### src/issue_cfg.svh
`ifndef ISSUE_CFG_SVH
`define ISSUE_CFG_SVH

// operand and result width
`define DATA_W 32

// architectural register file
`define NUM_REGS 32
`define REG_AW 5

// instruction queue entries, power of two
`define IQ_DEPTH 8

`endif

### src/issue_pkg.sv
`include "issue_cfg.svh"

package issue_pkg;

    typedef logic [`DATA_W-1:0] data_t;
    typedef logic [`REG_AW-1:0] reg_addr_t;

    typedef enum logic [2:0] {
        op_add,
        op_sub,
        op_and,
        op_or,
        op_xor,
        op_sll,
        op_srl,
        op_slt
    } alu_op_e;

    typedef struct packed {
        alu_op_e   op;
        reg_addr_t rd;
        reg_addr_t rs1;
        reg_addr_t rs2;
        logic      use_imm; // b from imm
        data_t     imm;
    } inst_t;

    // operands already resolved at issue
    typedef struct packed {
        alu_op_e   op;
        data_t     a;
        data_t     b;
        reg_addr_t rd;
    } fu_req_t;

    typedef logic [`NUM_REGS-1:0] pend_vec_t; // one bit per register

endpackage

### src/issue_if.sv


// lane result towards register file and scoreboard
interface wb_if import issue_pkg::*; ();

    logic      valid;
    reg_addr_t rd;
    data_t     result;

    modport source (
        output valid,
        output rd,
        output result
    );

    modport sink (
        input valid,
        input rd,
        input result
    );

endinterface

### src/retire_unit.sv
`timescale 1ns/10ps
`include "issue_cfg.svh"

module retire_unit import issue_pkg::*; (
    input  logic            clk,
    input  logic            rst,
    input  reg_addr_t [3:0] rf_addr,
    output data_t [3:0]     rf_data,
    wb_if.sink              wb0,
    wb_if.sink              wb1,
    output logic [1:0]      retire_valid,
    output reg_addr_t [1:0] retire_rd,
    output data_t [1:0]     retire_data
);

    data_t regs [`NUM_REGS];

    // r0 is cleared by reset and never written
    always_ff @(posedge clk) begin
        if (rst) begin
            for (int i = 0; i < `NUM_REGS; i++) begin
                regs[i] <= '0;
            end
        end else begin
            if (wb0.valid && wb0.rd != '0) begin
                regs[wb0.rd] <= wb0.result;
            end
            if (wb1.valid && wb1.rd != '0) begin
                regs[wb1.rd] <= wb1.result; // lane 1 wins
            end
        end
    end

    always_comb begin
        for (int j = 0; j < 4; j++) begin
            rf_data[j] = regs[rf_addr[j]];
        end
    end

    // lane 0 holds the older one
    assign retire_valid = {wb1.valid, wb0.valid};
    assign retire_rd    = {wb1.rd, wb0.rd};
    assign retire_data  = {wb1.result, wb0.result};

endmodule

### src/flat_wrapper.sv
// flat-port wrapper written by rule: the top's interface ports become plain ports
module retire_unit_flat import issue_pkg::*;
  (clk, rst, rf_addr, rf_data, retire_valid, retire_rd, retire_data, wb0_valid, wb0_rd, wb0_result, wb1_valid, wb1_rd, wb1_result);
  wb_if wb0_i ();
  wb_if wb1_i ();
  input  logic clk;
  input  logic rst;
  input  reg_addr_t [3:0] rf_addr;
  output data_t [3:0] rf_data;
  output logic [1:0] retire_valid;
  output reg_addr_t [1:0] retire_rd;
  output data_t [1:0] retire_data;
  input wire logic [$bits(wb0_i.valid)-1:0] wb0_valid;
  input wire logic [$bits(wb0_i.rd)-1:0] wb0_rd;
  input wire logic [$bits(wb0_i.result)-1:0] wb0_result;
  input wire logic [$bits(wb1_i.valid)-1:0] wb1_valid;
  input wire logic [$bits(wb1_i.rd)-1:0] wb1_rd;
  input wire logic [$bits(wb1_i.result)-1:0] wb1_result;
  assign wb0_i.valid = wb0_valid;
  assign wb0_i.rd = wb0_rd;
  assign wb0_i.result = wb0_result;
  assign wb1_i.valid = wb1_valid;
  assign wb1_i.rd = wb1_rd;
  assign wb1_i.result = wb1_result;
  retire_unit u_core (.clk(clk), .rst(rst), .rf_addr(rf_addr), .rf_data(rf_data), .wb0(wb0_i), .wb1(wb1_i), .retire_valid(retire_valid), .retire_rd(retire_rd), .retire_data(retire_data));
endmodule
### config.mk
export PLATFORM = sky130hd
export DESIGN_NAME = retire_unit_flat
export DESIGN_NICKNAME = d
export VERILOG_FILES = /design/src/issue_pkg.sv /design/src/issue_if.sv /design/src/retire_unit.sv /design/src/flat_wrapper.sv
export VERILOG_INCLUDE_DIRS = /design/src
export SDC_FILE = /design/constraint.sdc
export NUM_CORES = 2
export LEC_CHECK = 0
export ABC_CLOCK_PERIOD_IN_PS = 6300
export CORE_UTILIZATION = 37
export CTS_CLUSTER_SIZE = 30
export DETAILED_ROUTE_END_ITERATION = 10
export DONT_BUFFER_PORTS = 1
export GPL_ROUTABILITY_DRIVEN = 0
export PLACE_DENSITY = 0.6
export SLEW_MARGIN = 15
export SYNTH_ARGS = -nofsm -noshare
export SYNTH_HDL_FRONTEND = slang
export SYNTH_SLANG_ARGS = --single-unit
### constraint.sdc
create_clock -name clk -period 6.3 [get_ports clk]
set_clock_uncertainty 0.1 [all_clocks]
set_input_delay 1.89 -clock clk [delete_from_list [all_inputs] [get_ports clk]]
set_output_delay 1.89 -clock clk [all_outputs]
set_load 0.01 [all_outputs]
==> qor.yml <==
fillers: 19500
failed_checks: "slew limit, setup timing"
syn_inst: 7280
synth_top_family_by_area: "multiplexers"
p_leak_nw: 33.5
largest_register: "u_core.regs"
synth-main-ff-cell: "edfxtp_1"
ios: 302
syn-cell-area_mm2: 0.0776
cts_buffer_depth: 3
antenna_found_initial: 13
synth_commonest_cells: "mux2i_1, a22o_1, edfxtp_1"
cts_made_buffers: 114
required_ps: 4310
status: "finished with violations"
place_hpwl_mm: 235
grt_pass1_vias: 66900
cp_slowest_stage_delay_ps: 580
worst_pin_slew_ps: 1550
antenna_left: 0
clock-root-buffer: "clkbuf_16"
fmax_mhz: 155
route.detailed.drc: 0
path_class: "input port to output pin"
seq_area_frac_synth: 0.396
overflow: 0
synth_top_area_frac: 0.396
cp-start-kind: "input port"
syn_avg_cell_area_um2: 10.7
cellPowerDensity_mw_per_mm2: 225
placeableCoreArea_mm2: 0.208
die-area_mm2: 0.212
row_count: 167
setup_viol: 8
yosysUniqueCellTypes: 35
vias: 71600
portBuffers: 0
cts_sinks: 1024
crit_buf_inv: 3
tns_ps: -322
hold_class: "input port to flop"
synth.area.top_cells: "edfxtp_1, mux2i_1, a22o_1"
synth_compound_area_frac: 0.214
holdBufCountCts: 0
end_kind: "output pin"
synth_simple_gate_area_frac: 0.0677
grt_usage: 0.361
synth-seq-cells: 1024
avgViaCountPerCell: 7.41
largest_reg_flops: 1024
path_delay_family: "buffers and inverters"
whs_path_depth: 0
drtIter0Drc: 12400
start_util: 0.374
drtPass1Iterations: 9
die_x_um: 460
synth_area_leader_cell: "edfxtp_1"
synthAdderAreaFrac: 0
ys_warn_count: 0
synth_most_common_cell: "mux2i_1"
cap_violations: 0
ir_drop_uv: 279
cp_max_fo: 78
crit_path_top_delay_cell: "clkbuf_16"
layout-drive-gt1-share: 0.0901
cts_tree: "yes"
grt_first_pass_wirelength_mm: 540
path_cells: "buf_16 -> buf_16 -> clkbuf_16 -> mux2i_1 -> a21oi_1 -> nand3_1 -> nand3_1"
critical_path_cell_count: 7
largestRegisters: "u_core.regs x1024"
hold_viol_final: 0
relSlewSlack: -0.0339
async_reset_ff_frac: 0
cp.arrival_ps: 4450
syn_to_final_growth_pct: 9.33
period_share: 1.02
synthMuxAreaShare: 0.264
nets: 6866
setup_slack_ps: -137
postLayoutCoreUtil: 0.409
wl_per_cell_um: 42.1
htree_levels: 3
synth_xor_area_frac: 0
grt_max_degree: 513
dp_slack_ps: 508
die_h_um: 460
synth_edf_count: 1024
slew_violations: 67
fin_area_mm2: 0.0849
period_needed_ps: 6440
wl_mm: 406
place_area_mm2: 0.0804
path_clk_slew_ps: 50
## metrics by stage
stage / cells / power (mW) / hold WS, ps
after global placement: 9413 / 11.6 / 1950
after global routing: 9648 / 19.3 / 1110
final: 9658 / 19.1 / 1110
after floorplan: 7311 / 10.8 / 1990
after CTS: 9621 / 18.5 / 1130
after detailed placement: 9414 / 11.6 / 1950
## cells by family after synthesis
kind of cell,Yosys count
simple gates,1072
mux,2048
other cells,1
flops,1024
buf+inv,984
compound gates,2151
## layout make-up
cell class                 instances  area, um^2  area share
tap                             2788        3490      0.0411
clock inverter                    64         729     0.00860
antenna                           11        27.5    0.000324
multi-input combinational       5303       43000       0.507
clock buffer                     143        3000      0.0354
timing repair buffer             325        3870      0.0457
sequential                      1024       30700       0.362
## metal layers
| metal | track usage | share of wire | up-vias |
|---|---|---|---|
| met4 | 0.283 | 0.092 | 14 |
| met2 | 0.519 | 0.41 | 6875 |
| li1 | - | - | 27700 |
| met5 | 0 | 0.00055 | - |
| met3 | 0.140 | 0.15 | 1941 |
| met1 | 0.429 | 0.34 | 35100 |
## worst paths after layout
kind,startpoint,endpoint,slack [ps]
worst min-delay path,rst,u_core.regs[0][2],1110
worst max-delay path,rf_addr[11],rf_data[93],-140
## report_power, final
part | internal, mW | switching (mW)
registers | 7.93 | 0.452
clock network | 3.97 | 3.09
logic | 1.30 | 2.36
total | 13.2 | 5.90
## timing repair
action,in CTS,in global routing
endpoints found under the setup margin,0,76
gates resized for setup,0,3
setup buffers,0,0
## cell usage in the layout (no fill, tap or decap), types with 5 or more instances in the layout
cell	instances
a22oi_1	384
nand3_1	385
o21ai_4	7
clkinv_1	21
or3b_1	5
nand3b_1	6
buf_4	222
nand2_1	385
clkbuf_16	129
or3_2	23
nand2b_2	8
clkinvlp_4	6
a31oi_1	126
nor2_1	32
conb_1	32
buf_12	76
nor2_4	35
clkbuf_1	27
nor3_4	28
edfxtp_1	1024
mux2i_1	2048
diode_2	11
bufinv_16	15
clkinv_2	18
a22o_1	1248
nor3_1	128
buf_16	12
nor2b_4	8
nand2_2	6
a21oi_1	384
(Power assumes the default switching activity.)
