$ cat config.mk
export PLATFORM = sky130hd
export DESIGN_NAME = issue_flat
export DESIGN_NICKNAME = d
export VERILOG_FILES = /design/src/issue_pkg.sv /design/src/issue_if.sv /design/src/issue.sv /design/src/flat_wrapper.sv
export VERILOG_INCLUDE_DIRS = /design/src
export SDC_FILE = /design/constraint.sdc
export NUM_CORES = 1
export LEC_CHECK = 0
export ABC_CLOCK_PERIOD_IN_PS = 2900
export BUFFER_PORTS_ARGS = -buffer_cell sky130_fd_sc_hd__buf_2
export CAP_MARGIN = 20
export CORE_AREA = 2 2 173 175
export DETAILED_ROUTE_END_ITERATION = 10
export DIE_AREA = 0 0 175 177
export PLACE_DENSITY = 0.37
export SYNTH_ARGS = -nofsm -noshare
export SYNTH_HDL_FRONTEND = slang
export SYNTH_SLANG_ARGS = --single-unit
export TNS_END_PERCENT = 1
$ cat constraint.sdc
create_clock -name vclk -period 2.9
set_clock_uncertainty 0.1 [all_clocks]
set_input_delay 0.145 -clock vclk [all_inputs]
set_output_delay 0.145 -clock vclk [all_outputs]
set_load 0.005 [all_outputs]
$ cat src/issue_cfg.svh
`ifndef ISSUE_CFG_SVH
`define ISSUE_CFG_SVH

// operand and result width
`define DATA_W 32

// architectural register file
`define NUM_REGS 32
`define REG_AW 5

// instruction queue entries, power of two
`define IQ_DEPTH 8

`endif

$ cat src/issue_pkg.sv
`include "issue_cfg.svh"

package issue_pkg;

    typedef logic [`DATA_W-1:0] data_t;
    typedef logic [`REG_AW-1:0] reg_addr_t;

    typedef enum logic [2:0] {
        op_add,
        op_sub,
        op_and,
        op_or,
        op_xor,
        op_sll,
        op_srl,
        op_slt
    } alu_op_e;

    typedef struct packed {
        alu_op_e   op;
        reg_addr_t rd;
        reg_addr_t rs1;
        reg_addr_t rs2;
        logic      use_imm; // b from imm
        data_t     imm;
    } inst_t;

    // operands already resolved at issue
    typedef struct packed {
        alu_op_e   op;
        data_t     a;
        data_t     b;
        reg_addr_t rd;
    } fu_req_t;

    typedef logic [`NUM_REGS-1:0] pend_vec_t; // one bit per register

endpackage

$ cat src/issue_if.sv
`timescale 1ns/10ps

// issue to alu lane, lane always accepts
interface fu_if import issue_pkg::*; ();

    logic    valid;
    fu_req_t req;

    modport source (
        output valid,
        output req
    );

    modport sink (
        input valid,
        input req
    );

endinterface


$ cat src/issue.sv
`timescale 1ns/10ps

module issue import issue_pkg::*; (
    input  logic [1:0]      head_valid,
    input  inst_t [1:0]     head_inst,
    output logic [1:0]      pop_count,
    output reg_addr_t [3:0] rd_addr,
    input  logic [3:0]      pending,
    output reg_addr_t [1:0] dest_addr,
    input  logic [1:0]      dest_pending,
    output logic [1:0]      set_en,
    output reg_addr_t [1:0] set_addr,
    output reg_addr_t [3:0] rf_addr,
    input  data_t [3:0]     rf_data,
    input  logic            flush,
    fu_if.source            fu0,
    fu_if.source            fu1
);

    reg_addr_t [3:0] src_addr; // h0.rs1, h0.rs2, h1.rs1, h1.rs2
    logic [3:0]      src_used;
    logic [3:0]      src_ok;
    logic [1:0]      head_ready;
    logic            pair_raw;
    logic            pair_waw;
    logic            issue0;
    logic            issue1;

    function automatic fu_req_t build_req(inst_t inst, data_t rs1_val, data_t rs2_val);
        fu_req_t req;
        req.op = inst.op;
        req.a  = rs1_val;
        req.b  = inst.use_imm ? inst.imm : rs2_val;
        req.rd = inst.rd;
        return req;
    endfunction

    always_comb begin
        for (int i = 0; i < 2; i++) begin
            src_addr[2*i]   = head_inst[i].rs1;
            src_addr[2*i+1] = head_inst[i].rs2;
            src_used[2*i]   = 1'b1;
            src_used[2*i+1] = !head_inst[i].use_imm;
            dest_addr[i]    = head_inst[i].rd;
        end
    end

    assign rd_addr = src_addr;
    assign rf_addr = src_addr;

    // no bypass, a source is ready only once written back
    always_comb begin
        for (int j = 0; j < 4; j++) begin
            src_ok[j] = !src_used[j] || src_addr[j] == '0 || !pending[j];
        end
        for (int i = 0; i < 2; i++) begin
            head_ready[i] = src_ok[2*i] && src_ok[2*i+1] && !dest_pending[i];
        end
    end

    // hazards inside the pair, scoreboard does not see them yet
    assign pair_raw = head_inst[0].rd != '0 &&
                      (head_inst[1].rs1 == head_inst[0].rd ||
                       (src_used[3] && head_inst[1].rs2 == head_inst[0].rd));
    assign pair_waw = head_inst[1].rd == head_inst[0].rd;

    // in order, head 1 only behind head 0
    assign issue0 = !flush && head_valid[0] && head_ready[0];
    assign issue1 = issue0 && head_valid[1] && head_ready[1] && !pair_raw && !pair_waw;

    assign pop_count = {1'b0, issue0} + {1'b0, issue1};

    assign set_en   = {issue1, issue0};
    assign set_addr = {head_inst[1].rd, head_inst[0].rd};

    assign fu0.valid = issue0;
    assign fu0.req   = build_req(head_inst[0], rf_data[0], rf_data[1]);
    assign fu1.valid = issue1;
    assign fu1.req   = build_req(head_inst[1], rf_data[2], rf_data[3]);

endmodule

$ cat src/flat_wrapper.sv
// flat-port wrapper written by rule: the top's interface ports become plain ports
module issue_flat import issue_pkg::*;
  (head_valid, head_inst, pop_count, rd_addr, pending, dest_addr, dest_pending, set_en, set_addr, rf_addr, rf_data, flush, fu0_valid, fu0_req, fu1_valid, fu1_req);
  fu_if fu0_i ();
  fu_if fu1_i ();
  input  logic [1:0] head_valid;
  input  inst_t [1:0] head_inst;
  output logic [1:0] pop_count;
  output reg_addr_t [3:0] rd_addr;
  input  logic [3:0] pending;
  output reg_addr_t [1:0] dest_addr;
  input  logic [1:0] dest_pending;
  output logic [1:0] set_en;
  output reg_addr_t [1:0] set_addr;
  output reg_addr_t [3:0] rf_addr;
  input  data_t [3:0] rf_data;
  input  logic flush;
  output wire logic [$bits(fu0_i.valid)-1:0] fu0_valid;
  output wire logic [$bits(fu0_i.req)-1:0] fu0_req;
  output wire logic [$bits(fu1_i.valid)-1:0] fu1_valid;
  output wire logic [$bits(fu1_i.req)-1:0] fu1_req;
  assign fu0_valid = fu0_i.valid;
  assign fu0_req = fu0_i.req;
  assign fu1_valid = fu1_i.valid;
  assign fu1_req = fu1_i.req;
  issue u_core (.head_valid(head_valid), .head_inst(head_inst), .pop_count(pop_count), .rd_addr(rd_addr), .pending(pending), .dest_addr(dest_addr), .dest_pending(dest_pending), .set_en(set_en), .set_addr(set_addr), .rf_addr(rf_addr), .rf_data(rf_data), .flush(flush), .fu0(fu0_i), .fu1(fu1_i));
endmodule
==> metrics.txt <==
result of the run=complete, no violations; remaining antenna violation count after routing=0; static leakage power=1.58 nW; last weighted congestion value of the routability-driven placer=0.719; destination of the worst hold path=fu0_req[65]; routed wire length per instance=13.2 um; crit path launch type=input port; Total Routing Usage GR=0.0604; critical path required time=2.65 ns; final sequential cell count=0; number of stages on the worst hold path=0; biggest fanout along the worst timing path=3; largest net degree at the start of global routing=33; Synth-to-Final Area Change=46.3%; type of the worst min-delay path=in -> out; Sequential cell area=0 um^2; cts hold-fix bufs=0; number of instances in the synthesized netlist=254; buffers plus inverters on the worst setup path=2; initial core utilization=0.0722; Final Cycle Share=0.824; antenna violations before repair=3; sum of overflow across all layers after global routing=0; share of post-route cells with drive strength above 1=0.907; Max stage delay on crit path=0.50 ns; sum of negative setup slack=0 ns; detailed placement HPWL=10200 um; Final Net Count=660; die height=177 um; DRT Pass-1 Iters=2; critical path arrival=2.15 ns; Min Clock Period, post-route=2.39 ns; # clk buffers=0; Core Area=0.0292 mm^2; Setup violations, final=0; family of cells with the greatest summed delay on the critical path=simple AND/OR/NAND/NOR gates; number of global-route vias before repair=2068; highest ir drop seen on vdd=0.0485 mV; most repeated cell in the gate-level netlist after synthesis=buf_4; cell area after synthesis=0.00211 mm^2; top cell type by total area after synthesis=buf_4; WS Path Type=in -> out; iteration-0 DRC count of the detailed router=35; Worst Setup End Kind=output pin; first-pass GRT wire length=13500 um; Die ar.=0.0310 mm^2; cell repeated most along the worst path=buf_2; Yosys Warn Count=0; worst setup path startpoint=head_inst[33]; unrepaired setup endpoints after global routing=false; cell-by-cell trace of the critical path=buf_2 -> or4_1 -> o21ai_1 -> nand4_1 -> a2111oi_2 -> ha_1 -> buf_2; slew of the pin with the lowest slew margin=0.717 ns; max-slew violation count=0; Layout Utilization=0.106; leading cell types by count after synthesis=buf_4, mux2_2, xnor2_1; Resized Gates After CTS=0; pwr dens=132 mW/mm^2; leading post-synthesis cells by cell area=buf_4, mux2_2, xnor2_1; count of unique library cells instantiated by Yosys=22; Max-cap violations=0; highest achievable clock rate=418 MHz; Critical Path Slowest Stage Cell=or4_1; net count of the mapped netlist=494; detailed-route wire length=10700 um; DRC violations left=0; post-synth top area share=0.505; part of the Yosys area used for sequential elements=0; Synth Area per Inst=8.32 um^2; launch instance of the worst min-delay path=rf_data[28]; placement row count=63; ratio of routed vias to standard cells=2.88; total via count in the routed design=2327; fillcell total=3451; x dimension of the die=175 um; headroom to the max-slew limit=0.521; number of buffers inserted by port buffering=309; I/O pins=449; post-CTS setup buffer count=0; number of hold violations in the final report=0
==> cells by family after synthesis <==
logic type / count (synthesis) / synth area share
xor gates and xnor gates: 15 / 0.0622
adders and majority gates: 1 / 0.00592
muxes: 64 / 0.341
AOI/OAI and AO/OA: 7 / 0.0243
and+or+nand+nor: 16 / 0.0450
buffers and inverters: 151 / 0.521
==> area by class of cell <==
class | count | area [um^2] | share of cell area
repair buffers | 314 | 1580 | 0.513
multi-input cells | 103 | 1010 | 0.327
well taps | 390 | 488 | 0.158
inverters | 1 | 3.75 | 0.00122
diodes | 1 | 2.50 | 0.000810
==> layout by cell type, fill, tap and decap left out <==
master       n
buf_2      309
mux2_2      64
xnor2_1     12
buf_4        5
or4_1        3
o21ai_1      3
xor2_1       3
nor2b_1      2
nand4_1      2
nand3_1      2
nand2_1      2
nor3_1       2
diode_2      1
o21ai_0      1
nor3b_1      1
o31ai_1      1
inv_1        1
o32ai_1      1
nor2_1       1
nand4b_1     1
a2111oi_2    1
ha_1         1
==> how the worst max path moves through the flow <==
stage	to	slack, ns	cells past startpoint
final	pop_count[0]	0.51	7
after global routing	pop_count[0]	0.38	7
after CTS	pop_count[0]	0.47	7
after detailed placement	pop_count[0]	0.48	7
after global placement	pop_count[0]	0.50	7
after floorplan	pop_count[0]	1.0	5
==> per-stage QoR <==
step                      hold slack, ns  std cells  setup WS, ns  area (um^2)  total power [W]
after floorplan                    0.271        254         0.995         2110         0.000290
after global placement             0.190        808         0.504         3090         0.000420
after detailed placement           0.190        808         0.483         3090         0.000419
after CTS                          0.190        808         0.470         3090         0.000420
after global routing               0.190        809         0.377         3090         0.000449
final                              0.190        809         0.509         3090         0.000409
==> report_power, final <==
part	switching (W)	internal, W	leakage [nW]
Sequential	0	0	0
Combinational	0.000168	0.000240	1.58
Clock	0	0.0000000000465	0.00000634
Total	0.000168	0.000240	1.58
==> metal layers <==
layer | wire length, um | GRT usage | vias to the layer above
li1 | - | - | 1038
met4 | 322 | 0.0153 | 2
met2 | 5920 | 0.132 | 276
met3 | 1520 | 0.0204 | 22
met1 | 2940 | 0.0498 | 989
met5 | 12 | 0 | -
Note: power is estimated with default switching activity, not from simulation.
