`src/issue_cfg.svh`:
```
`ifndef ISSUE_CFG_SVH
`define ISSUE_CFG_SVH

// operand and result width
`define DATA_W 32

// architectural register file
`define NUM_REGS 32
`define REG_AW 5

// instruction queue entries, power of two
`define IQ_DEPTH 8

`endif

```
`src/issue_pkg.sv`:
```
`include "issue_cfg.svh"

package issue_pkg;

    typedef logic [`DATA_W-1:0] data_t;
    typedef logic [`REG_AW-1:0] reg_addr_t;

    typedef enum logic [2:0] {
        op_add,
        op_sub,
        op_and,
        op_or,
        op_xor,
        op_sll,
        op_srl,
        op_slt
    } alu_op_e;

    typedef struct packed {
        alu_op_e   op;
        reg_addr_t rd;
        reg_addr_t rs1;
        reg_addr_t rs2;
        logic      use_imm; // b from imm
        data_t     imm;
    } inst_t;

    // operands already resolved at issue
    typedef struct packed {
        alu_op_e   op;
        data_t     a;
        data_t     b;
        reg_addr_t rd;
    } fu_req_t;

    typedef logic [`NUM_REGS-1:0] pend_vec_t; // one bit per register

endpackage

```
`src/issue_if.sv`:
```


// lane result towards register file and scoreboard
interface wb_if import issue_pkg::*; ();

    logic      valid;
    reg_addr_t rd;
    data_t     result;

    modport source (
        output valid,
        output rd,
        output result
    );

    modport sink (
        input valid,
        input rd,
        input result
    );

endinterface

```
`src/score_board.sv`:
```
`timescale 1ns/10ps
`include "issue_cfg.svh"

module score_board import issue_pkg::*; (
    input  logic                   clk,
    input  logic                   rst,
    input  logic [3:0][`REG_AW-1:0] rd_addr,
    output logic [3:0]             pending,
    input  logic [1:0][`REG_AW-1:0] dest_addr,
    output logic [1:0]             dest_pending,
    input  logic [1:0]             set_en,
    input  logic [1:0][`REG_AW-1:0] set_addr,
    wb_if.sink                     wb0,
    wb_if.sink                     wb1
);

    pend_vec_t pend;
    pend_vec_t pend_set;
    pend_vec_t pend_clr;

    always_comb begin
        pend_set = '0;
        pend_clr = '0;
        for (int i = 0; i < 2; i++) begin
            if (set_en[i] && set_addr[i] != '0) begin // r0 never pending
                pend_set[set_addr[i]] = 1'b1;
            end
        end
        if (wb0.valid) pend_clr[wb0.rd] = 1'b1;
        if (wb1.valid) pend_clr[wb1.rd] = 1'b1;
    end

    always_ff @(posedge clk) begin
        if (rst) begin
            pend <= '0;
        end else begin
            pend <= (pend & ~pend_clr) | pend_set; // set wins
        end
    end

    always_comb begin
        for (int j = 0; j < 4; j++) pending[j] = pend[rd_addr[j]];
        for (int k = 0; k < 2; k++) dest_pending[k] = pend[dest_addr[k]];
    end

endmodule

```
`src/flat_wrapper.sv`:
```
// flat-port wrapper written by rule: the top's interface ports become plain ports
module score_board_flat import issue_pkg::*;
  (clk, rst, rd_addr, pending, dest_addr, dest_pending, set_en, set_addr, wb0_valid, wb0_rd, wb0_result, wb1_valid, wb1_rd, wb1_result);
  wb_if wb0_i ();
  wb_if wb1_i ();
  input  logic clk;
  input  logic rst;
  input  logic [3:0][`REG_AW-1:0] rd_addr;
  output logic [3:0] pending;
  input  logic [1:0][`REG_AW-1:0] dest_addr;
  output logic [1:0] dest_pending;
  input  logic [1:0] set_en;
  input  logic [1:0][`REG_AW-1:0] set_addr;
  input wire logic [$bits(wb0_i.valid)-1:0] wb0_valid;
  input wire logic [$bits(wb0_i.rd)-1:0] wb0_rd;
  input wire logic [$bits(wb0_i.result)-1:0] wb0_result;
  input wire logic [$bits(wb1_i.valid)-1:0] wb1_valid;
  input wire logic [$bits(wb1_i.rd)-1:0] wb1_rd;
  input wire logic [$bits(wb1_i.result)-1:0] wb1_result;
  assign wb0_i.valid = wb0_valid;
  assign wb0_i.rd = wb0_rd;
  assign wb0_i.result = wb0_result;
  assign wb1_i.valid = wb1_valid;
  assign wb1_i.rd = wb1_rd;
  assign wb1_i.result = wb1_result;
  score_board u_core (.clk(clk), .rst(rst), .rd_addr(rd_addr), .pending(pending), .dest_addr(dest_addr), .dest_pending(dest_pending), .set_en(set_en), .set_addr(set_addr), .wb0(wb0_i), .wb1(wb1_i));
endmodule
```
`config.mk`:
```
export PLATFORM = sky130hd
export DESIGN_NAME = score_board_flat
export DESIGN_NICKNAME = d
export VERILOG_FILES = /design/src/issue_pkg.sv /design/src/issue_if.sv /design/src/score_board.sv /design/src/flat_wrapper.sv
export VERILOG_INCLUDE_DIRS = /design/src
export SDC_FILE = /design/constraint.sdc
export NUM_CORES = 1
export LEC_CHECK = 0
export BUFFER_PORTS_ARGS = -buffer_cell sky130_fd_sc_hd__buf_2
export CAP_MARGIN = 10
export CELL_PAD_IN_SITES_DETAIL_PLACEMENT = 2
export CELL_PAD_IN_SITES_GLOBAL_PLACEMENT = 2
export CORE_ASPECT_RATIO = 0.9
export CORE_MARGIN = 10
export CORE_UTILIZATION = 24
export CTS_CLUSTER_SIZE = 14
export DETAILED_ROUTE_END_ITERATION = 8
export PLACE_DENSITY = 0.73
export SYNTH_ARGS = -nofsm -noshare
export SYNTH_HDL_FRONTEND = slang
export SYNTH_SLANG_ARGS = --single-unit
```
`constraint.sdc`:
```
create_clock -name clk -period 2.3 [get_ports clk]
set_clock_uncertainty 0.1 [all_clocks]
set_input_delay 0.46 -clock clk [delete_from_list [all_inputs] [get_ports clk]]
set_output_delay 0.46 -clock clk [all_outputs]
set_load 0.01 [all_outputs]
```
==> reports/summary.log, run 1 <==
INFO  pwr            vdd_ir_drop_max=0.3370mV
INFO  floorplanning  die_x=150.5µm
INFO  floorplanning  die_h=137.5µm
INFO  global_route   number_of_global_route_vias_before_repair=4,752
INFO  cts            cts-root-to-sink-buffers=2
INFO  run_status     failed_checks=negative setup slack
INFO  drt            ant_nets=0
INFO  yosys          netlist_top_cells_area=sky130_fd_sc_hd__mux2i_1, sky130_fd_sc_hd__dfxtp_1, sky130_fd_sc_hd__a22oi_1
INFO  drt            detail_route.vias_per_cell=5.956
INFO  yosys          synth_warnings=0
INFO  global_route   grt_util_all_layers=16.27%
INFO  floorplanning  ios=126
INFO  yosys          synth_top_area_share=26.12%
INFO  floorplanning  starting_density_of_the_core=24.73%
INFO  setup_path     crit_required=1.74ns
INFO  setup_path     path_max_fanout=7
INFO  drt            drt_drc_violations_left=0
INFO  sta            worst-slew-pin-transition=0.6998ns
INFO  setup_path     cp-start-kind=primary input
INFO  cells_and_area number_of_flip_flops_in_the_largest_register=32
INFO  cells_and_area layout_cell_share_with_drive_strength_beyond_1=29.80%
INFO  cells_and_area nNetsFinal=666
INFO  yosys          synth_fp_nets=586
INFO  cts            cts-buffers-inserted=5
INFO  drt            routed_wl=18.12mm
INFO  yosys          netlist-cell-type-count=28
INFO  yosys          mean_cell_area_of_the_mapped_netlist=7.894µm²
INFO  floorplanning  core-area=0.01487mm²
INFO  global_route   antenna_found_initial=0
INFO  sta            pnr_worst_setup_slack=-0.02298ns
INFO  placed_design  buffer_ports.inserted=61
INFO  cells_and_area stdcell_area=0.004850mm²
INFO  yosys          ys_seq_area_share=17.41%
INFO  yosys          ys_top_cells_by_count=sky130_fd_sc_hd__mux2i_1, sky130_fd_sc_hd__nand2_1, sky130_fd_sc_hd__a22oi_1, sky130_fd_sc_hd__nor2_1, sky130_fd_sc_hd__dfxtp_1
INFO  pwr            p_leak=1.904nW
INFO  drt            pre_antenna_drt_iters=6
INFO  cts            clkSinkCount=32
INFO  cts            path_clk_slew=0.06ns
INFO  cells_and_area top_regs=u_core.pend: 32 flops
INFO  drt            detailroute.via_count=4,437
INFO  global_route   grt_start_max_net_pins=33
INFO  drt            wire_per_inst=24.32µm
INFO  cts            cts_tree=done
INFO  run_status     run_status=complete, but fails checks
INFO  yosys          asyncSetResetFlopFracSynth=0%
INFO  sta            finalWorstPathRequiredPeriod=2.323ns
INFO  sta            holdWs=0.4648ns
INFO  cts            insertion_delay=0.28ns
INFO  sta            timing.setup.tns=-0.04501ns
INFO  placed_design  placed_cells_incl_taps=716
INFO  yosys          synth_most_common_cell=sky130_fd_sc_hd__mux2i_1
INFO  setup_path     setup.worst_path.class=in2out
INFO  cts            cts_root_buf=sky130_fd_sc_hd__clkbuf_16
INFO  cells_and_area diodes=0
INFO  pwr            power_density=402.6mW/mm²
INFO  cells_and_area layout.filler_cells=1,688
INFO  sta            final-hold-violation-count=0
INFO  sta            setup-violations-final=2
INFO  global_route   first_pass_grt_wire_length=26.82mm
INFO  placed_design  preCtsSetupSlack=-0.02901ns
INFO  cells_and_area final-instance-count-excl-fill=745
INFO  placed_design  hpwlAfterDp=12.73mm
INFO  flow_run       cap_viol_max_count=0
INFO  cts            cts.htree.levels=2
INFO  sta            timing.max_slew.rel_slack=53.17%
INFO  yosys          synth_ff_type=sky130_fd_sc_hd__dfxtp_1
INFO  placed_design  postPlaceCellArea=0.004237mm²
INFO  yosys          post_synth_instance_area=0.003679mm²
INFO  sta            timing.fmax=430.5MHz
INFO  drt            drt_iter0_markers=395
INFO  setup_path     worst_setup_path_end_kind=primary output
INFO  sta            slew_viol_final=0
INFO  placed_design  gp_congestion=0.9274
INFO  yosys          postSynthCellCount=466
INFO  sta            finalCritPeriodShare=101.0%
INFO  yosys          postSynthRegisterBits=32
INFO  cells_and_area area.growth.synth_to_final=31.84%
INFO  floorplanning  die_area=0.02069mm²
INFO  global_route   grt-ovfl-total=0
INFO  min_path       worstHoldPathType=reg2reg
INFO  yosys          synth_area_leader_cell=sky130_fd_sc_hd__mux2i_1
INFO  cts            post_cts_hold_buffer_count=0
INFO  cells_and_area regMostFlops=u_core.pend
INFO  floorplanning  placementRows=42
INFO  setup_path     cp.arrival=1.76ns
INFO  yosys          synth_enable_flop_cells=0
==> through the flow <==
stage	util, %	power [mW]
final	32.61	1.952
after global routing	32.61	2.032
after CTS	29.80	1.871
after detailed placement	28.49	1.116
after global placement	28.49	1.093
after floorplan	-	0.9051
==> final cells by class <==
| cell class | count | area (µm²) | share of cell area (%) |
|---|---|---|---|
| sequential | 32 | 676.9 | 13.96 |
| multi-input combinational | 409 | 3010 | 62.07 |
| clock buffer | 6 | 128.9 | 2.657 |
| timing repair buffer | 95 | 739.5 | 15.25 |
| inverter | 3 | 11.26 | 0.2322 |
| clock inverter | 2 | 35.03 | 0.7224 |
| tap | 198 | 247.7 | 5.108 |
==> what timing repair did <==
action | 4_1_cts | 5_1_grt
resized for setup | 4 | 68
setup buffers | 3 | 14
gates cloned | 0 | 4
pin swaps | 0 | 22
endpoints found under the setup margin | 6 | 6
==> kinds of logic (layout without fill, tap and decap cells) <==
kind of cell / after synthesis / count (layout) / synth area share [%]
mux: 96 / 96 / 26.12
simple gates: 184 / 184 / 25.71
compound gates: 129 / 129 / 26.22
flops: 32 / 32 / 17.41
buf+inv: 25 / 106 / 4.524
==> per-layer routing <==
layer	track usage, %	wire length [µm]	vias to the layer above
met3	2.460	1024	41
met4	5.070	568	0
met2	28.37	8705	175
li1	-	-	1988
met5	0	0	-
met1	20.09	7817	2233
==> critical path, stage by stage <==
cell and delay [ns]:
sky130_fd_sc_hd__buf_4 0.12, sky130_fd_sc_hd__clkbuf_16 0.15, sky130_fd_sc_hd__mux2i_1 0.25, sky130_fd_sc_hd__nand2_1 0.11, sky130_fd_sc_hd__nand3_1 0.11, sky130_fd_sc_hd__nand2_1 0.08
sky130_fd_sc_hd__a311o_1 0.32, sky130_fd_sc_hd__buf_2 0.14
==> placed cells by master (no fill, tap or decap), types with 4 or more instances in the layout <==
cell type	instances
sky130_fd_sc_hd__nand2_1	60
sky130_fd_sc_hd__buf_6	5
sky130_fd_sc_hd__and3_1	9
sky130_fd_sc_hd__and3b_1	4
sky130_fd_sc_hd__a21oi_1	30
sky130_fd_sc_hd__mux2i_2	13
sky130_fd_sc_hd__dfxtp_4	4
sky130_fd_sc_hd__buf_4	25
sky130_fd_sc_hd__dfxtp_2	17
sky130_fd_sc_hd__nor3_1	8
sky130_fd_sc_hd__a22oi_2	6
sky130_fd_sc_hd__nor3b_2	7
sky130_fd_sc_hd__buf_2	55
sky130_fd_sc_hd__nand2b_1	8
sky130_fd_sc_hd__a211oi_1	6
sky130_fd_sc_hd__nand4b_1	6
sky130_fd_sc_hd__nor2b_1	7
sky130_fd_sc_hd__nor2_1	40
sky130_fd_sc_hd__clkbuf_16	9
sky130_fd_sc_hd__buf_12	6
sky130_fd_sc_hd__nor2b_2	6
sky130_fd_sc_hd__a32oi_1	7
sky130_fd_sc_hd__mux2i_1	80
sky130_fd_sc_hd__a311o_1	6
sky130_fd_sc_hd__a22oi_1	54
sky130_fd_sc_hd__nand3_1	11
sky130_fd_sc_hd__a222oi_1	18
sky130_fd_sc_hd__dfxtp_1	11
sky130_fd_sc_hd__and2_1	9
==> power breakdown <==
part	switching (mW)	internal, mW
sequential	0.0471	0.566
clock	0.246	0.509
combinational	0.319	0.265
total	0.613	1.34
==> final timing paths <==
kind,startpoint,endpoint,slack (ns),depth (start not counted)
setup / recovery,rd_addr[16],pending[3],-0.02,8
hold / removal,u_core.pend[17]$_SDFF_PP0_,u_core.pend[17]$_SDFF_PP0_,0.46,2
setup reg to reg,u_core.pend[30]$_SDFF_PP0_,u_core.pend[30]$_SDFF_PP0_,1.16,2
hold reg to reg,u_core.pend[17]$_SDFF_PP0_,u_core.pend[17]$_SDFF_PP0_,0.46,2
No activity file was read; power rests on OpenSTA's default activity.
==> inputs of run 2 (changes only) <==
- CTS_CLUSTER_DIAMETER: default -> 120
- TNS_END_PERCENT: default -> 5
==> reports/summary.log, run 2 (synthesis gave the netlist of run 1 again) <==
INFO  floorplanning  starting_density_of_the_core=24.73%
INFO  drt            drt_iter0_markers=343
INFO  sta            timing.max_slew.rel_slack=53.28%
INFO  cells_and_area nNetsFinal=667
INFO  setup_path     number_of_buffers_and_inverters_on_the_critical_path=4
INFO  setup_path     cp-start-kind=primary input
INFO  setup_path     setup.worst_path.class=in2out
INFO  global_route   grt_start_max_net_pins=33
INFO  sta            slew_viol_final=0
INFO  setup_path     slowest_delay=0.36ns
INFO  cells_and_area layout.filler_cells=1,703
INFO  flow_run       cap_viol_max_count=0
INFO  global_route   grt_util_all_layers=16.22%
INFO  sta            finalCritPeriodShare=101.1%
INFO  floorplanning  placementRows=42
INFO  sta            grt_setup_unrepaired=yes
INFO  cells_and_area mostFrequentLayoutCell=sky130_fd_sc_hd__mux2i_1
INFO  drt            detail_route.vias_per_cell=5.941
INFO  pwr            vdd_ir_drop_max=0.3323mV
INFO  cells_and_area area.growth.synth_to_final=31.43%
INFO  cells_and_area stdcell_area=0.004835mm²
INFO  setup_path     cell_family_with_most_cp_delay=compound AO/OA/AOI/OAI gates
INFO  pwr            p_leak=1.910nW
INFO  setup_path     critical-path-slowest-cell=sky130_fd_sc_hd__a211oi_1
INFO  cells_and_area top_regs=u_core.pend: 32 flops
INFO  floorplanning  ios=126
INFO  cells_and_area number_of_flip_flops_in_the_largest_register=32
INFO  cts            clkSinkCount=32
INFO  cells_and_area layout.cells.most_common_list=sky130_fd_sc_hd__mux2i_1, sky130_fd_sc_hd__nand2_1, sky130_fd_sc_hd__buf_2, sky130_fd_sc_hd__a22oi_1, sky130_fd_sc_hd__nor2_1
INFO  global_route   number_of_global_route_vias_before_repair=4,734
INFO  placed_design  hpwlAfterDp=12.73mm
INFO  setup_path     cp.arrival=1.77ns
INFO  sta            finalWorstPathRequiredPeriod=2.325ns
INFO  run_status     run_status=complete, but fails checks
INFO  cells_and_area regMostFlops=u_core.pend
INFO  drt            drt_drc_violations_left=0
INFO  floorplanning  die_area=0.02069mm²
INFO  cts            insertion_delay=0.27ns
INFO  sta            worst-slew-pin-transition=0.6982ns
INFO  cts            cts_root_buf=sky130_fd_sc_hd__clkbuf_16
INFO  drt            ant_nets=0
INFO  sta            pnr_worst_setup_slack=-0.02534ns
INFO  pwr            power_density=403.3mW/mm²
INFO  cts            path_clk_slew=0.06ns
INFO  sta            holdWs=0.4633ns
INFO  sta            setup-violations-final=2
INFO  setup_path     path_max_fanout=5
INFO  drt            routed_wl=18.15mm
INFO  drt            pre_antenna_drt_iters=5
INFO  cts            cts-buffers-inserted=5
INFO  setup_path     list_of_cells_traversed_by_the_critical_path=buf_4 -> clkbuf_16 -> buf_4 -> mux2i_1 -> a211oi_1 -> a311o_1 -> buf_2
INFO  min_path       worstHoldPathType=reg2reg
INFO  placed_design  buffer_ports.inserted=61
INFO  cells_and_area diodes=0
INFO  floorplanning  die_h=137.5µm
INFO  floorplanning  die_x=150.5µm
INFO  setup_path     most_frequent_cell_on_the_critical_path=sky130_fd_sc_hd__buf_4
INFO  setup_path     worst_setup_path_end_kind=primary output
INFO  global_route   first_pass_grt_wire_length=26.73mm
INFO  floorplanning  core-area=0.01487mm²
INFO  placed_design  postPlaceCellArea=0.004237mm²
INFO  run_status     failed_checks=negative setup slack
INFO  drt            wire_per_inst=24.33µm
INFO  cells_and_area layout_cell_share_with_drive_strength_beyond_1=28.83%
INFO  cts            cts-root-to-sink-buffers=2
INFO  sta            timing.fmax=430.0MHz
INFO  sta            final-hold-violation-count=0
INFO  global_route   antenna_found_initial=0
INFO  global_route   grt-ovfl-total=0
INFO  placed_design  preCtsSetupSlack=-0.02901ns
INFO  placed_design  gp_congestion=0.9274
INFO  setup_path     crit_required=1.74ns
INFO  drt            detailroute.via_count=4,432
INFO  cts            cts.htree.levels=2
INFO  cts            cts_tree=done
## run 2: worst register-to-register path: stages, from the launching register on
cell	delay (ns)
sky130_fd_sc_hd__dfxtp_1	0.42
sky130_fd_sc_hd__a222oi_1	0.41
sky130_fd_sc_hd__nor2_1	0.07
## run 2: repair_timing
| item | CTS | global route |
|---|---|---|
| setup buffers | 0 | 18 |
| pin swaps | 0 | 20 |
| endpoints found under the setup margin | 6 | 6 |
| resized for setup | 4 | 59 |
| hold endpoints to repair | 0 | 0 |
| gates cloned | 0 | 4 |
| hold buffers | 0 | 0 |
## run 2: worst paths after layout
kind                              startpoint                         end  slack [ns]  cells after the start
setup / recovery                 rd_addr[11]                  pending[2]       -0.03                      7
hold / removal    u_core.pend[17]$_SDFF_PP0_  u_core.pend[17]$_SDFF_PP0_        0.46                      2
setup reg to reg  u_core.pend[30]$_SDFF_PP0_  u_core.pend[30]$_SDFF_PP0_        1.17                      2
hold reg to reg   u_core.pend[17]$_SDFF_PP0_  u_core.pend[17]$_SDFF_PP0_        0.46                      2
## run 2: final cells by class
class                           instances  area, µm²  area share [%]
Clock buffer                            6      128.9           2.666
Timing Repair Buffer                   96      754.5           15.61
Sequential cell                        32      669.4           13.85
Clock inverter                          2      35.03          0.7246
Tap cell                              198      247.7           5.124
Inverter                                3      11.26          0.2329
Multi-Input combinational cell        409       2988           61.80
## run 2: stage by stage
| stage | setup TNS [ns] | instances | power [mW] | util [%] |
|---|---|---|---|---|
| floorplan | 0 | 466 | 0.9051 | - |
| detailed placement | -0.03712 | 716 | 1.116 | 28.49 |
| global route | -0.2385 | 746 | 2.033 | 32.51 |
| CTS | -0.01934 | 724 | 1.867 | 29.65 |
| global placement | 0 | 716 | 1.093 | 28.49 |
| finish | -0.03837 | 746 | 1.950 | 32.51 |
## run 2: power breakdown
part           internal, mW  total [mW]  switching [mW]
Clock                 0.509       0.751           0.242
Sequential            0.568       0.614          0.0467
Combinational         0.265       0.584           0.319
## run 2: routing by layer
| metal | share of wire [%] | track usage, % | vias up |
|---|---|---|---|
| met3 | 5.8 | 2.394 | 38 |
| li1 | - | - | 1991 |
| met2 | 48 | 28.27 | 162 |
| met5 | 0 | 0 | - |
| met4 | 2.8 | 4.962 | 0 |
| met1 | 43 | 20.11 | 2241 |
