File: config.mk
export PLATFORM = sky130hd
export DESIGN_NAME = inst_queue
export DESIGN_NICKNAME = d
export VERILOG_FILES = /design/src/issue_pkg.sv /design/src/inst_queue.sv
export VERILOG_INCLUDE_DIRS = /design/src
export SDC_FILE = /design/constraint.sdc
export NUM_CORES = 1
export LEC_CHECK = 0
export ABC_AREA = 1
export BUFFER_PORTS_ARGS = -buffer_cell sky130_fd_sc_hd__clkbuf_2
export CORE_MARGIN = 4
export CORE_UTILIZATION = 40
export DETAILED_ROUTE_END_ITERATION = 10
export HOLD_SLACK_MARGIN = 0.03
export PLACE_DENSITY = 0.62
export SYNTH_ARGS = -nofsm -noshare
export SYNTH_HDL_FRONTEND = slang
export SYNTH_SLANG_ARGS = --single-unit
File: constraint.sdc
create_clock -name clk -period 3.9 [get_ports clk]
set_clock_uncertainty 0.2 [all_clocks]
set_input_delay 0.585 -clock clk [delete_from_list [all_inputs] [get_ports clk]]
set_output_delay 0.585 -clock clk [all_outputs]
set_load 0.02 [all_outputs]
File: src/issue_cfg.svh
`ifndef ISSUE_CFG_SVH
`define ISSUE_CFG_SVH

// operand and result width
`define DATA_W 32

// architectural register file
`define NUM_REGS 32
`define REG_AW 5

// instruction queue entries, power of two
`define IQ_DEPTH 8

`endif

File: src/issue_pkg.sv
`include "issue_cfg.svh"

package issue_pkg;

    typedef logic [`DATA_W-1:0] data_t;
    typedef logic [`REG_AW-1:0] reg_addr_t;

    typedef enum logic [2:0] {
        op_add,
        op_sub,
        op_and,
        op_or,
        op_xor,
        op_sll,
        op_srl,
        op_slt
    } alu_op_e;

    typedef struct packed {
        alu_op_e   op;
        reg_addr_t rd;
        reg_addr_t rs1;
        reg_addr_t rs2;
        logic      use_imm; // b from imm
        data_t     imm;
    } inst_t;

    // operands already resolved at issue
    typedef struct packed {
        alu_op_e   op;
        data_t     a;
        data_t     b;
        reg_addr_t rd;
    } fu_req_t;

    typedef logic [`NUM_REGS-1:0] pend_vec_t; // one bit per register

endpackage

File: src/inst_queue.sv
`timescale 1ns/10ps
`include "issue_cfg.svh"

module inst_queue import issue_pkg::*; (
    input  logic        clk,
    input  logic        rst,
    input  logic        flush,
    input  logic        push_valid,
    input  inst_t       push_inst,
    output logic        push_ready,
    output logic [1:0]  head_valid,
    output inst_t [1:0] head_inst,
    input  logic [1:0]  pop_count
);

    localparam int AW = $clog2(`IQ_DEPTH);
    localparam int CW = AW + 1;

    inst_t          mem [`IQ_DEPTH];
    logic [AW-1:0]  rd_ptr;
    logic [AW-1:0]  wr_ptr;
    logic [CW-1:0]  count;
    logic           push_fire;

    // no push into a full queue, even if it pops this cycle
    assign push_ready = (count != CW'(`IQ_DEPTH));
    assign push_fire  = push_valid && push_ready;

    always_ff @(posedge clk) begin
        if (push_fire) begin
            mem[wr_ptr] <= push_inst;
        end
    end

    always_ff @(posedge clk) begin
        if (rst) begin
            rd_ptr <= '0;
            wr_ptr <= '0;
            count  <= '0;
        end else begin
            if (push_fire) begin
                wr_ptr <= wr_ptr + 1'b1;
            end
            if (flush) begin
                // drop everything older, keep a same-cycle push
                rd_ptr <= wr_ptr;
                count  <= CW'(push_fire);
            end else begin
                rd_ptr <= rd_ptr + AW'(pop_count);
                count  <= count + CW'(push_fire) - CW'(pop_count);
            end
        end
    end

    // two oldest entries, pointer wraps naturally
    assign head_inst[0]  = mem[rd_ptr];
    assign head_inst[1]  = mem[rd_ptr + 1'b1];
    assign head_valid[0] = (count != '0);
    assign head_valid[1] = (count > CW'(1));

endmodule

==> results of run 1 <==
## where the power goes
part,internal (mW),total (mW),switching [mW]
logic,0.785,2.74,1.96
registers,5.09,5.13,0.0416
clock network,2.61,4.38,1.77
## critical path, stage by stage, from the launching register on
cell and delay (ps):
dfxtp_4 420, buf_12 500, nand2_1 140, nand3_1 150, nand2_1 70, nand2_1 50, nand2_1 140, clkbuf_2 190
## how the worst max path moves through the flow
stage | from | end | slack, ps | depth (start not counted)
final | rd_ptr[0]$_SDFF_PP0_ | head_inst[11] | 290 | 7
after detailed placement | rd_ptr[0]$_SDFF_PP0_ | head_inst[11] | 1150 | 7
after floorplan | count[2]$_SDFF_PP0_ | mem[0][0]$_DFFE_PP_ | -7 | 7
after global placement | rd_ptr[1]$_SDFF_PP0_ | head_inst[35] | 1210 | 7
after global routing | rd_ptr[0]$_SDFF_PP0_ | head_inst[11] | 240 | 7
after CTS | rd_ptr[0]$_SDFF_PP0_ | head_inst[10] | 520 | 7
## kinds of logic (layout without fill, tap and decap cells)
| family | after synthesis | after routing | share of synthesized area (%) |
|---|---|---|---|
| AOI/OAI and AO/OA | 8 | 8 | 0.1975 |
| other | 0 | 3 | 0 |
| xor gates and xnor gates | 2 | 2 | 0.1129 |
| adders and majority gates | 13 | 13 | 0.8012 |
| and+or+nand+nor | 1780 | 1780 | 32.47 |
| DFF | 418 | 418 | 56.15 |
| buffers and inverters | 584 | 705 | 10.27 |
## metrics by stage
stage | util, % | total power [mW] | hold WS [ps]
floorplan | - | 7.016 | 289.3
global placement | 43.30 | 7.911 | 305.9
detailed placement | 43.30 | 7.964 | 322.4
CTS | 46.06 | 12.37 | 54.95
global route | 46.07 | 12.82 | 79.09
finish | 46.08 | 12.26 | 91.59
## sequential cells by signal, indices dropped and copies added, names as in the netlist
name and cells:
rd_ptr 3, count 4, mem 408, wr_ptr 3
## layer usage
layer	GRT usage, %	up-vias
li1	-	8902
met1	26.13	8678
met2	34.39	672
met3	3.841	163
met4	8.471	8
met5	0	-
## cells in the final DEF, fill, tap and decap left out, types with 3 or more instances in the layout
cell type  instances
clkinv_1          14
buf_4             10
inv_1            424
diode_2            3
a21oi_1            3
nand3_1          412
nor2_4             8
buf_12            19
dfxtp_1            7
clkbuf_1           8
ha_1              10
clkbuf_2         161
nand2_1         1347
clkinv_2          10
bufinv_16          5
o21ai_0            3
edfxtp_1         408
nor2_1            12
clkbuf_16         49
## final cells by class
class                           instances  area, µm²  share of cell area, %
Sequential cell                       418      12460                  49.18
Tap cell                              748      935.9                  3.694
Clock buffer                           57       1256                  4.958
Multi-Input combinational cell       1803       7530                  29.72
Antenna cell                            3      7.507                0.02963
Timing Repair Buffer                  190       1261                  4.978
Inverter                              429       1622                  6.400
Clock inverter                         29      262.8                  1.037
==> reports/metrics.csv, run 1 <==
stage;metric;value;unit
run_status;outcome;finished with violations;
run_status;violations;slew limit;
yosys;post-synth-top-count-cell;nand2_1;
placement;dpl_worst_slack;1147;ps
setup_path;r2r_start;rd_ptr[0]$_SDFF_PP0_;
yosys;synth_area_leader_cell;edfxtp_1;
setup_path;critPathLaunchType;flop;
setup_path;rrSetupSlack;1010;ps
setup_path;critical_path_class;reg2out;
global_routing;grt_pass1_vias;17820;
timing;finalSetupViolations;0;
clock_network;post_cts_resized;0;
yosys;synth_ff_type;edfxtp_1;
timing;setup_tns;0;ps
yosys;yosys_register_bits;418;
timing;finalCritPeriodShare;92.62;%
timing;worst_slack;287.8;ps
detailed_routing;routed_via_density;5.010;
clock_network;clock-sinks;418;
final_layout;fin_cells;3677;
global_routing;grtUsageTotal;20.47;%
timing;timing.slew.headroom;-7.043;%
floorplan;start_util;40.33;%
floorplan;rows;86;
detailed_routing;antenna_left;0;
global_routing;grt_pass1_wl;95830;µm
detailed_routing;drt_wl_total;62050;µm
detailed_routing;drc_errors;0;
clock_network;cts.clk_slew.worst_paths;60;ps
placement;placedCellCount;3588;
yosys;ys_top_cells_by_count;nand2_1 (1347), inv_1 (426), nand3_1 (412);
yosys;synth.distinct_cells;20;
clock_network;postCtsSetupRepairBufs;0;
power;leakage;12.17;nW
detailed_routing;drt_pass1_iterations;5;
clock_network;cts_tree;built;
floorplan;die_w;243.5;µm
yosys;yosysWarnings;0;
yosys;synth.avg_cell_area;7.906;µm²
yosys;ys_top_cells_by_area;edfxtp_1 (55%), nand2_1 (23%), nand3_1 (9.3%), inv_1 (7.2%), buf_2 (1.5%);
floorplan;boundaryPins;162;
detailed_routing;routed-via-count;18420;
yosys;async_flop_share;0;%
clock_network;cts_buffers;47;
worst_hold_path;hp-start;push_inst[22];
final_layout;fillerInstances;5183;
setup_path;worstPathArrival;2830;ps
worst_hold_path;min_to;mem[1][22]$_DFFE_PP_;
timing;grt_setup_unrepaired;no;
power;p_per_area;483.8;mW/mm²
yosys;synth-seq-area-share;56.15;%
placement;place_area;0.02381;mm²
clock_network;root_buffer;clkbuf_16;
final_layout;fin_area;0.02534;mm²
clock_network;clk_latency;560;ps
worst_hold_path;min_path_type;in2reg;
placement;dp_hpwl;34120;µm
timing;hold_violations;0;
clock_network;cts_hold_buf;0;
detailed_routing;post_drt_wl_per_cell;16.87;µm
final_layout;final_nets;2959;
timing;fin_crit;3612;ps
yosys;synth_area;0.02218;mm²
yosys;synthCells;2805;
global_routing;grt_start_max_net_pins;266;
placement;gp_congestion;0.7755;
global_routing;overflow;0;
worst_hold_path;holdPathStages;1;
detailed_routing;routed.top_layer;met5;
clock_network;clockBufferDepth;3;
clock_network;cts_max_level;2;
setup_path;r2r_end;rd_ptr[2]$_SDFF_PP0_;
setup_path;reg2reg_depth;6;
setup_path;cp_max_fo;265;
global_routing;antenna_found_initial;9;
timing;max_freq;0.2768;GHz
detailed_routing;met1Wirelength;25920;µm
yosys;synth_edf_count;408;
timing;drv_slew;111;
yosys;yosysTopAreaCellShare;55.25;%
final_layout;drive_gt1_share;9.330;%
power;vdd_drop_max;0.0002677;V
final_layout;synthToLayoutAreaGrowth;14.25;%
floorplan;die_area;0.05927;mm²
setup_path;endpoint_kind;output pin;
job;cap_violations;0;
detailed_routing;drtIter0Drc;1360;
floorplan;core;0.05499;mm²
detailed_routing;wl_met3;4426;µm
floorplan;fp.dieH;243.5;µm
timing;tightest_slew;1606;ps
yosys;synthesis.nets;2875;
detailed_routing;dr_wl_met2;29250;µm
setup_path;required;3120;ps
placement;portBuffers;161;
(Power assumes the default switching activity.)
==> run 2, diff against run 1 <==
==> constraint.sdc (replaced) <==
create_clock -name clk -period 3.9 [get_ports clk]
set_clock_uncertainty 0.2 [all_clocks]
set_input_delay 0.585 -clock clk [delete_from_list [all_inputs] [get_ports clk]]
set_output_delay 0.585 -clock clk [all_outputs]
set_load 0.005 [all_outputs]
==> reports/metrics.csv, run 2 (synthesis gave the netlist of run 1 again) <==
stage;metric;value;unit;change
detailed_routing;drc_errors;0;;unchanged
placement;portBuffers;161;;unchanged
global_routing;grtUsageTotal;20.28;%;was 20.47%
setup_path;crit_buf_inv;3;;was 2
final_layout;largest_register_ffs;408;;unchanged
setup_path;rrSetupSlack;1230;ps;was 1010 ps
floorplan;rows;86;;unchanged
final_layout;final_common_cell;nand2_1;;unchanged
final_layout;fin_area;0.02540;mm²;was 0.02534 mm²
timing;max_freq;0.2998;GHz;was 0.2768 GHz
setup_path;cpMostUsedCell;nand2_1;;unchanged
run_status;outcome;complete, no violations;;was finished with violations
setup_path;cp_max_fo;120;;was 265
detailed_routing;routed-via-count;18240;;was 18420
worst_hold_path;holdPathStages;1;;unchanged
global_routing;grt_pass1_vias;17370;;was 17820
global_routing;overflow;0;;unchanged
setup_path;cp_slowest_cell;inv_8;;was buf_12
detailed_routing;drtIter0Drc;1132;;was 1360
floorplan;start_util;40.33;%;unchanged
timing;finalSetupViolations;0;;unchanged
power;p_per_area;473.9;mW/mm²;was 483.8 mW/mm²
setup_path;endpoint_kind;output pin;;unchanged
clock_network;clockBufferDepth;3;;unchanged
clock_network;cts_max_level;2;;unchanged
floorplan;fp.dieH;243.5;µm;unchanged
setup_path;critical_path_class;reg2out;;unchanged
final_layout;drive_gt1_share;9.690;%;was 9.330%
power;vdd_drop_max;0.0003079;V;was 0.0002677 V
setup_path;cp_num_cells;8;;was 7
detailed_routing;antenna_left;0;;unchanged
setup_path;worstPathCellList;inv_8 > buf_12 > nand2_1 > nand3_1 > nand2_1 > nand2_1 > nand2_1 > clkbuf_2;;was buf_12 > nand2_1 > nand3_1 > nand2_1 > nand2_1 > nand2_1 > clkbuf_2
placement;dp_hpwl;33440;µm;was 34120 µm
detailed_routing;drt_wl_total;61840;µm;was 62050 µm
timing;timing.slew.headroom;33.97;%;was -7.043%
global_routing;grt_start_max_net_pins;226;;was 266
detailed_routing;routed_via_density;4.954;;was 5.010
timing;grt_setup_unrepaired;no;;unchanged
setup_path;path_delay_family;buffers and inverters;;unchanged
final_layout;synthToLayoutAreaGrowth;14.54;%;was 14.25%
floorplan;die_w;243.5;µm;unchanged
setup_path;r2r_end;mem[7][1]$_DFFE_PP_;;was rd_ptr[2]$_SDFF_PP0_
timing;drv_slew;0;;was 111
global_routing;grt_pass1_wl;94880;µm;was 95830 µm
setup_path;required;3120;ps;about the same
detailed_routing;drt_pass1_iterations;7;;was 5
clock_network;post_cts_resized;0;;unchanged
setup_path;critPathLaunchType;flop;;unchanged
clock_network;postCtsSetupRepairBufs;0;;unchanged
final_layout;fillerInstances;5191;;was 5183
worst_hold_path;min_path_type;in2reg;;unchanged
setup_path;reg2reg_depth;6;;unchanged
final_layout;largestRegisters;mem: 408 flops, count: 4 flops;;unchanged
worst_hold_path;hp-start;push_inst[21];;was push_inst[22]
placement;gp_congestion;0.8151;;was 0.7755
timing;hold_violations;0;;unchanged
timing;setup_tns;0;ps;unchanged
clock_network;root_buffer;clkbuf_16;;unchanged
clock_network;cts.clk_slew.worst_paths;60;ps;about the same
placement;placedCellCount;3590;;was 3588
setup_path;worstPathArrival;2550;ps;was 2830 ps
final_layout;final_nets;2963;;was 2959
timing;finalCritPeriodShare;85.52;%;was 92.62%
final_layout;top_register;mem;;unchanged
worst_hold_path;min_to;mem[3][21]$_DFFE_PP_;;was mem[1][22]$_DFFE_PP_
floorplan;boundaryPins;162;;unchanged
global_routing;antenna_found_initial;4;;was 9
timing;fin_crit;3335;ps;was 3612 ps
final_layout;layout_common_cells;nand2_1 (1347), inv_1 (424), nand3_1 (412);;unchanged
job;cap_violations;0;;unchanged
placement;place_area;0.02381;mm²;about the same
timing;tightest_slew;990.5;ps;was 1606 ps
final_layout;fin_cells;3682;;was 3677
clock_network;cts_tree;built;;unchanged
clock_network;clk_latency;580;ps;was 560 ps
detailed_routing;post_drt_wl_per_cell;16.80;µm;was 16.87 µm
clock_network;cts_hold_buf;0;;unchanged
setup_path;cpPeakStageDelay;420;ps;was 500 ps
clock_network;clock-sinks;418;;unchanged
setup_path;r2r_start;count[2]$_SDFF_PP0_;;was rd_ptr[0]$_SDFF_PP0_
clock_network;cts_buffers;49;;was 47
floorplan;die_area;0.05927;mm²;unchanged
power;leakage;12.21;nW;was 12.17 nW
floorplan;core;0.05499;mm²;unchanged
==> run 2: cell count changes in the layout (fill, tap and decap cells not counted), sizes merged <==
cell / change
clkbuf: -1
inv: -1
clkinv: +4
clkinvlp: +1
buf: +2
==> run 2: per-stage QoR <==
step	hold WS (ps)	total power [mW]	utilization [%]	setup slack [ps]
2_1_floorplan	289.3	6.690	-	122.9
3_3_place_gp	324.8	7.583	43.31	1292
3_5_place_dp	320.1	7.635	43.31	1210
4_1_cts	38.76	12.16	46.18	606.2
5_1_grt	64.10	12.61	46.18	435.0
6_report	69.14	12.04	46.19	564.8
==> run 2: area by class of cell <==
class	instances	area, µm²	share of cell area, %
flip-flops and latches	418	12460	49.06
multi-input cells	1803	7530	29.65
inverters	429	1622	6.384
clock buffers	56	1295	5.099
repair buffers	192	1264	4.975
well taps	748	935.9	3.685
clock inverters	33	285.3	1.123
diodes	3	7.507	0.02956
==> run 2: worst max-delay path by stage <==
stage                                 to                  from  slack (ps)
CTS                         head_inst[8]  rd_ptr[0]$_SDFF_PP0_         610
finish                     head_inst[86]  rd_ptr[0]$_SDFF_PP0_         560
global placement           head_inst[63]  rd_ptr[0]$_SDFF_PP0_        1290
floorplan            mem[0][0]$_DFFE_PP_   count[2]$_SDFF_PP0_         120
global route               head_inst[35]  rd_ptr[0]$_SDFF_PP0_         430
detailed placement  mem[7][45]$_DFFE_PP_   count[2]$_SDFF_PP0_        1210
==> run 2: metal layers <==
layer  wire length (µm)  vias to the layer above  global-route usage [%]
met5                 25                        -                       0
li1                   -                     8918                       -
met3               4485                      123                   3.258
met1              26230                     8525                   26.98
met2              29300                      672                   33.55
met4               1804                        4                   7.724
==> run 2: power by group <==
part | switching (mW) | internal (mW) | leakage, nW
clock network | 1.80 | 2.70 | 0.782
registers | 0.0398 | 5.09 | 3.79
logic | 1.64 | 0.769 | 7.64
==> run 3, diff against run 2 <==
--- a/config.mk
+++ b/config.mk
@@ -8,11 +8,13 @@
 export LEC_CHECK = 0
 export ABC_AREA = 1
 export BUFFER_PORTS_ARGS = -buffer_cell sky130_fd_sc_hd__clkbuf_2
+export CELL_PAD_IN_SITES_DETAIL_PLACEMENT = 0
+export CELL_PAD_IN_SITES_GLOBAL_PLACEMENT = 1
 export CORE_MARGIN = 4
 export CORE_UTILIZATION = 40
 export DETAILED_ROUTE_END_ITERATION = 10
 export HOLD_SLACK_MARGIN = 0.03
-export PLACE_DENSITY = 0.62
+export PLACE_DENSITY = 0.78
 export SYNTH_ARGS = -nofsm -noshare
 export SYNTH_HDL_FRONTEND = slang
 export SYNTH_SLANG_ARGS = --single-unit
==> reports/metrics.csv, run 3 (synthesis gave the netlist of run 1 again) <==
stage;metric;value;unit;change
power;clkPwrFrac;36.4;%;was 37.4%
timing;max_freq;0.2793;GHz;was 0.2998 GHz
final_layout;synthToLayoutAreaGrowth;14.05;%;was 14.54%
timing;drv_slew;0;;unchanged
clock_network;clock-sinks;418;;unchanged
timing;finalSetupViolations;0;;unchanged
detailed_routing;routed-via-count;18110;;was 18240
power;p_switching;3.437;mW;was 3.483 mW
global_routing;grtUsageTotal;20.56;%;was 20.28%
timing;tightest_slew;995.3;ps;was 990.5 ps
final_layout;final_common_cell;nand2_1;;unchanged
final_layout;drive_gt1_share;9.597;%;was 9.690%
global_routing;grt_start_max_net_pins;185;;was 226
clock_network;cts_max_level;2;;unchanged
clock_network;postCtsSetupRepairBufs;0;;unchanged
detailed_routing;drc_errors;0;;unchanged
global_routing;grt_pass1_vias;17210;;was 17370
floorplan;fp.dieH;243.5;µm;unchanged
floorplan;rows;86;;unchanged
setup_path;critPathLaunchType;flop;;unchanged
power;swShare;28.99;%;was 28.93%
placement;dp_hpwl;34330;µm;was 33440 µm
timing;grt_setup_unrepaired;no;;unchanged
clock_network;cts_tree;built;;unchanged
floorplan;core;0.05499;mm²;unchanged
clock_network;root_buffer;clkbuf_16;;unchanged
floorplan;start_util;40.33;%;unchanged
power;vdd_drop_max;0.0002605;V;was 0.0003079 V
run_status;outcome;complete, no violations;;unchanged
final_layout;final_nets;2964;;was 2963
power;combPwrFrac;20.4;%;was 20.0%
timing;fin_crit;3581;ps;was 3335 ps
setup_path;worstPathArrival;2800;ps;was 2550 ps
setup_path;cp_max_fo;120;;unchanged
global_routing;overflow;0;;unchanged
power;leakage;12.17;nW;was 12.21 nW
timing;timing.slew.headroom;33.65;%;was 33.97%
detailed_routing;drtIter0Drc;1440;;was 1132
detailed_routing;routed_via_density;4.924;;was 4.954
power;p_int;8.418;mW;was 8.555 mW
final_layout;largest_register_ffs;408;;unchanged
final_layout;layout_common_cells;nand2_1 (1347), inv_1 (424), nand3_1 (412);;unchanged
detailed_routing;post_drt_wl_per_cell;16.88;µm;was 16.80 µm
clock_network;cts_buffers;46;;was 49
floorplan;boundaryPins;162;;unchanged
job;cap_violations;0;;unchanged
placement;portBuffers;161;;unchanged
final_layout;largestRegisters;mem: 408 flops, count: 4 flops;;unchanged
final_layout;top_register;mem;;unchanged
clock_network;clockBufferDepth;3;;unchanged
power;p_per_area;468.8;mW/mm²;was 473.9 mW/mm²
timing;finalCritPeriodShare;91.81;%;was 85.52%
timing;setup_tns;0;ps;unchanged
worst_hold_path;min_path_type;in2reg;;unchanged
timing;hold_violations;0;;unchanged
setup_path;required;3120;ps;about the same
detailed_routing;antenna_left;0;;unchanged
detailed_routing;drt_wl_total;62060;µm;was 61840 µm
timing;whs;80.61;ps;was 69.14 ps
floorplan;die_area;0.05927;mm²;unchanged
placement;gp_congestion;0.7607;;was 0.8151
floorplan;die_w;243.5;µm;unchanged
power;power_frac_seq;43.2;%;was 42.6%
global_routing;grt_pass1_wl;95940;µm;was 94880 µm
detailed_routing;drt_pass1_iterations;6;;was 7
global_routing;antenna_found_initial;3;;was 4
setup_path;endpoint_kind;output pin;;unchanged
clock_network;clk_latency;570;ps;was 580 ps
setup_path;critical_path_class;reg2out;;unchanged
clock_network;cts.clk_slew.worst_paths;70;ps;was 60 ps
run 3: changes by cell type in the layout (fill, tap and decap cells not counted), sizes merged:
cell	change
buf	+4
clkbuf	-1
clkinv	-5
clkinvlp	-1
diode	-2
run 3: path summary, 6_finish.rpt:
| path | start | cells after the start | slack, ps | to |
|---|---|---|---|---|
| hold reg to reg | wr_ptr[0]$_SDFFE_PP0P_ | 2 | 340 | wr_ptr[0]$_SDFFE_PP0P_ |
| setup / recovery | rd_ptr[0]$_SDFF_PP0_ | 9 | 320 | head_inst[38] |
| setup reg to reg | count[2]$_SDFF_PP0_ | 8 | 1150 | mem[0][5]$_DFFE_PP_ |
| hold / removal | push_inst[20] | 1 | 80 | mem[1][20]$_DFFE_PP_ |
run 3: power groups by stage:
stage | Sequential [mW] | Combinational (mW) | Clock, mW
final | 5.12 | 2.42 | 4.31
after global routing | 5.13 | 2.72 | 4.61
after CTS | 5.12 | 2.44 | 4.42
after detailed placement | 5.22 | 2.43 | 0
after global placement | 5.21 | 2.40 | 0
after floorplan | 5.22 | 1.47 | 0
run 3: area by class of cell:
| type | count | area (µm²) |
|---|---|---|
| clock buffer | 55 | 1226 |
| fill | 5222 | 29690 |
| antenna | 1 | 2.502 |
| clock inverter | 27 | 254.0 |
| sequential | 418 | 12460 |
| multi-input combinational | 1803 | 7530 |
| tap | 748 | 935.9 |
| inverter | 429 | 1622 |
| timing repair buffer | 196 | 1260 |
run 3: timing repair:
item / 4_1_cts / 5_1_grt
gates resized for setup: 0 / 1
hold buffers: 0 / 0
endpoints found under the setup margin: 0 / 11
run 3: layer usage:
layer | routed length [µm] | GRT usage (%) | vias to the layer above | part of all wire [%]
met5 | 27 | 0 | - | 0.044
met4 | 2054 | 7.163 | 4 | 3.3
met3 | 4021 | 4.094 | 142 | 6.5
met2 | 29500 | 34.63 | 512 | 48
met1 | 26460 | 26.58 | 8534 | 43
li1 | - | - | 8914 | -
run 3: critical path: stages, from the launching register on:
cell	delay, ps
dfxtp_4	350
buf_4	260
inv_8	400
buf_12	460
nand2_1	100
nand3_1	90
nand2_1	80
nand2_1	60
nand2_1	140
clkbuf_2	150
run 3: per-stage QoR:
step / cell area (µm²) / worst slack (ps) / total power, mW / utilization, % / std cells
CTS: 25280 / 155.9 / 11.99 / 45.98 / 3676
detailed placement: 23800 / 782.0 / 7.653 / 43.29 / 3594
floorplan: 22180 / 122.9 / 6.690 / - / 2805
finish: 25290 / 319.4 / 11.85 / 46.00 / 3677
global route: 25290 / 89.50 / 12.46 / 45.99 / 3676
global placement: 23800 / 861.1 / 7.617 / 43.29 / 3594
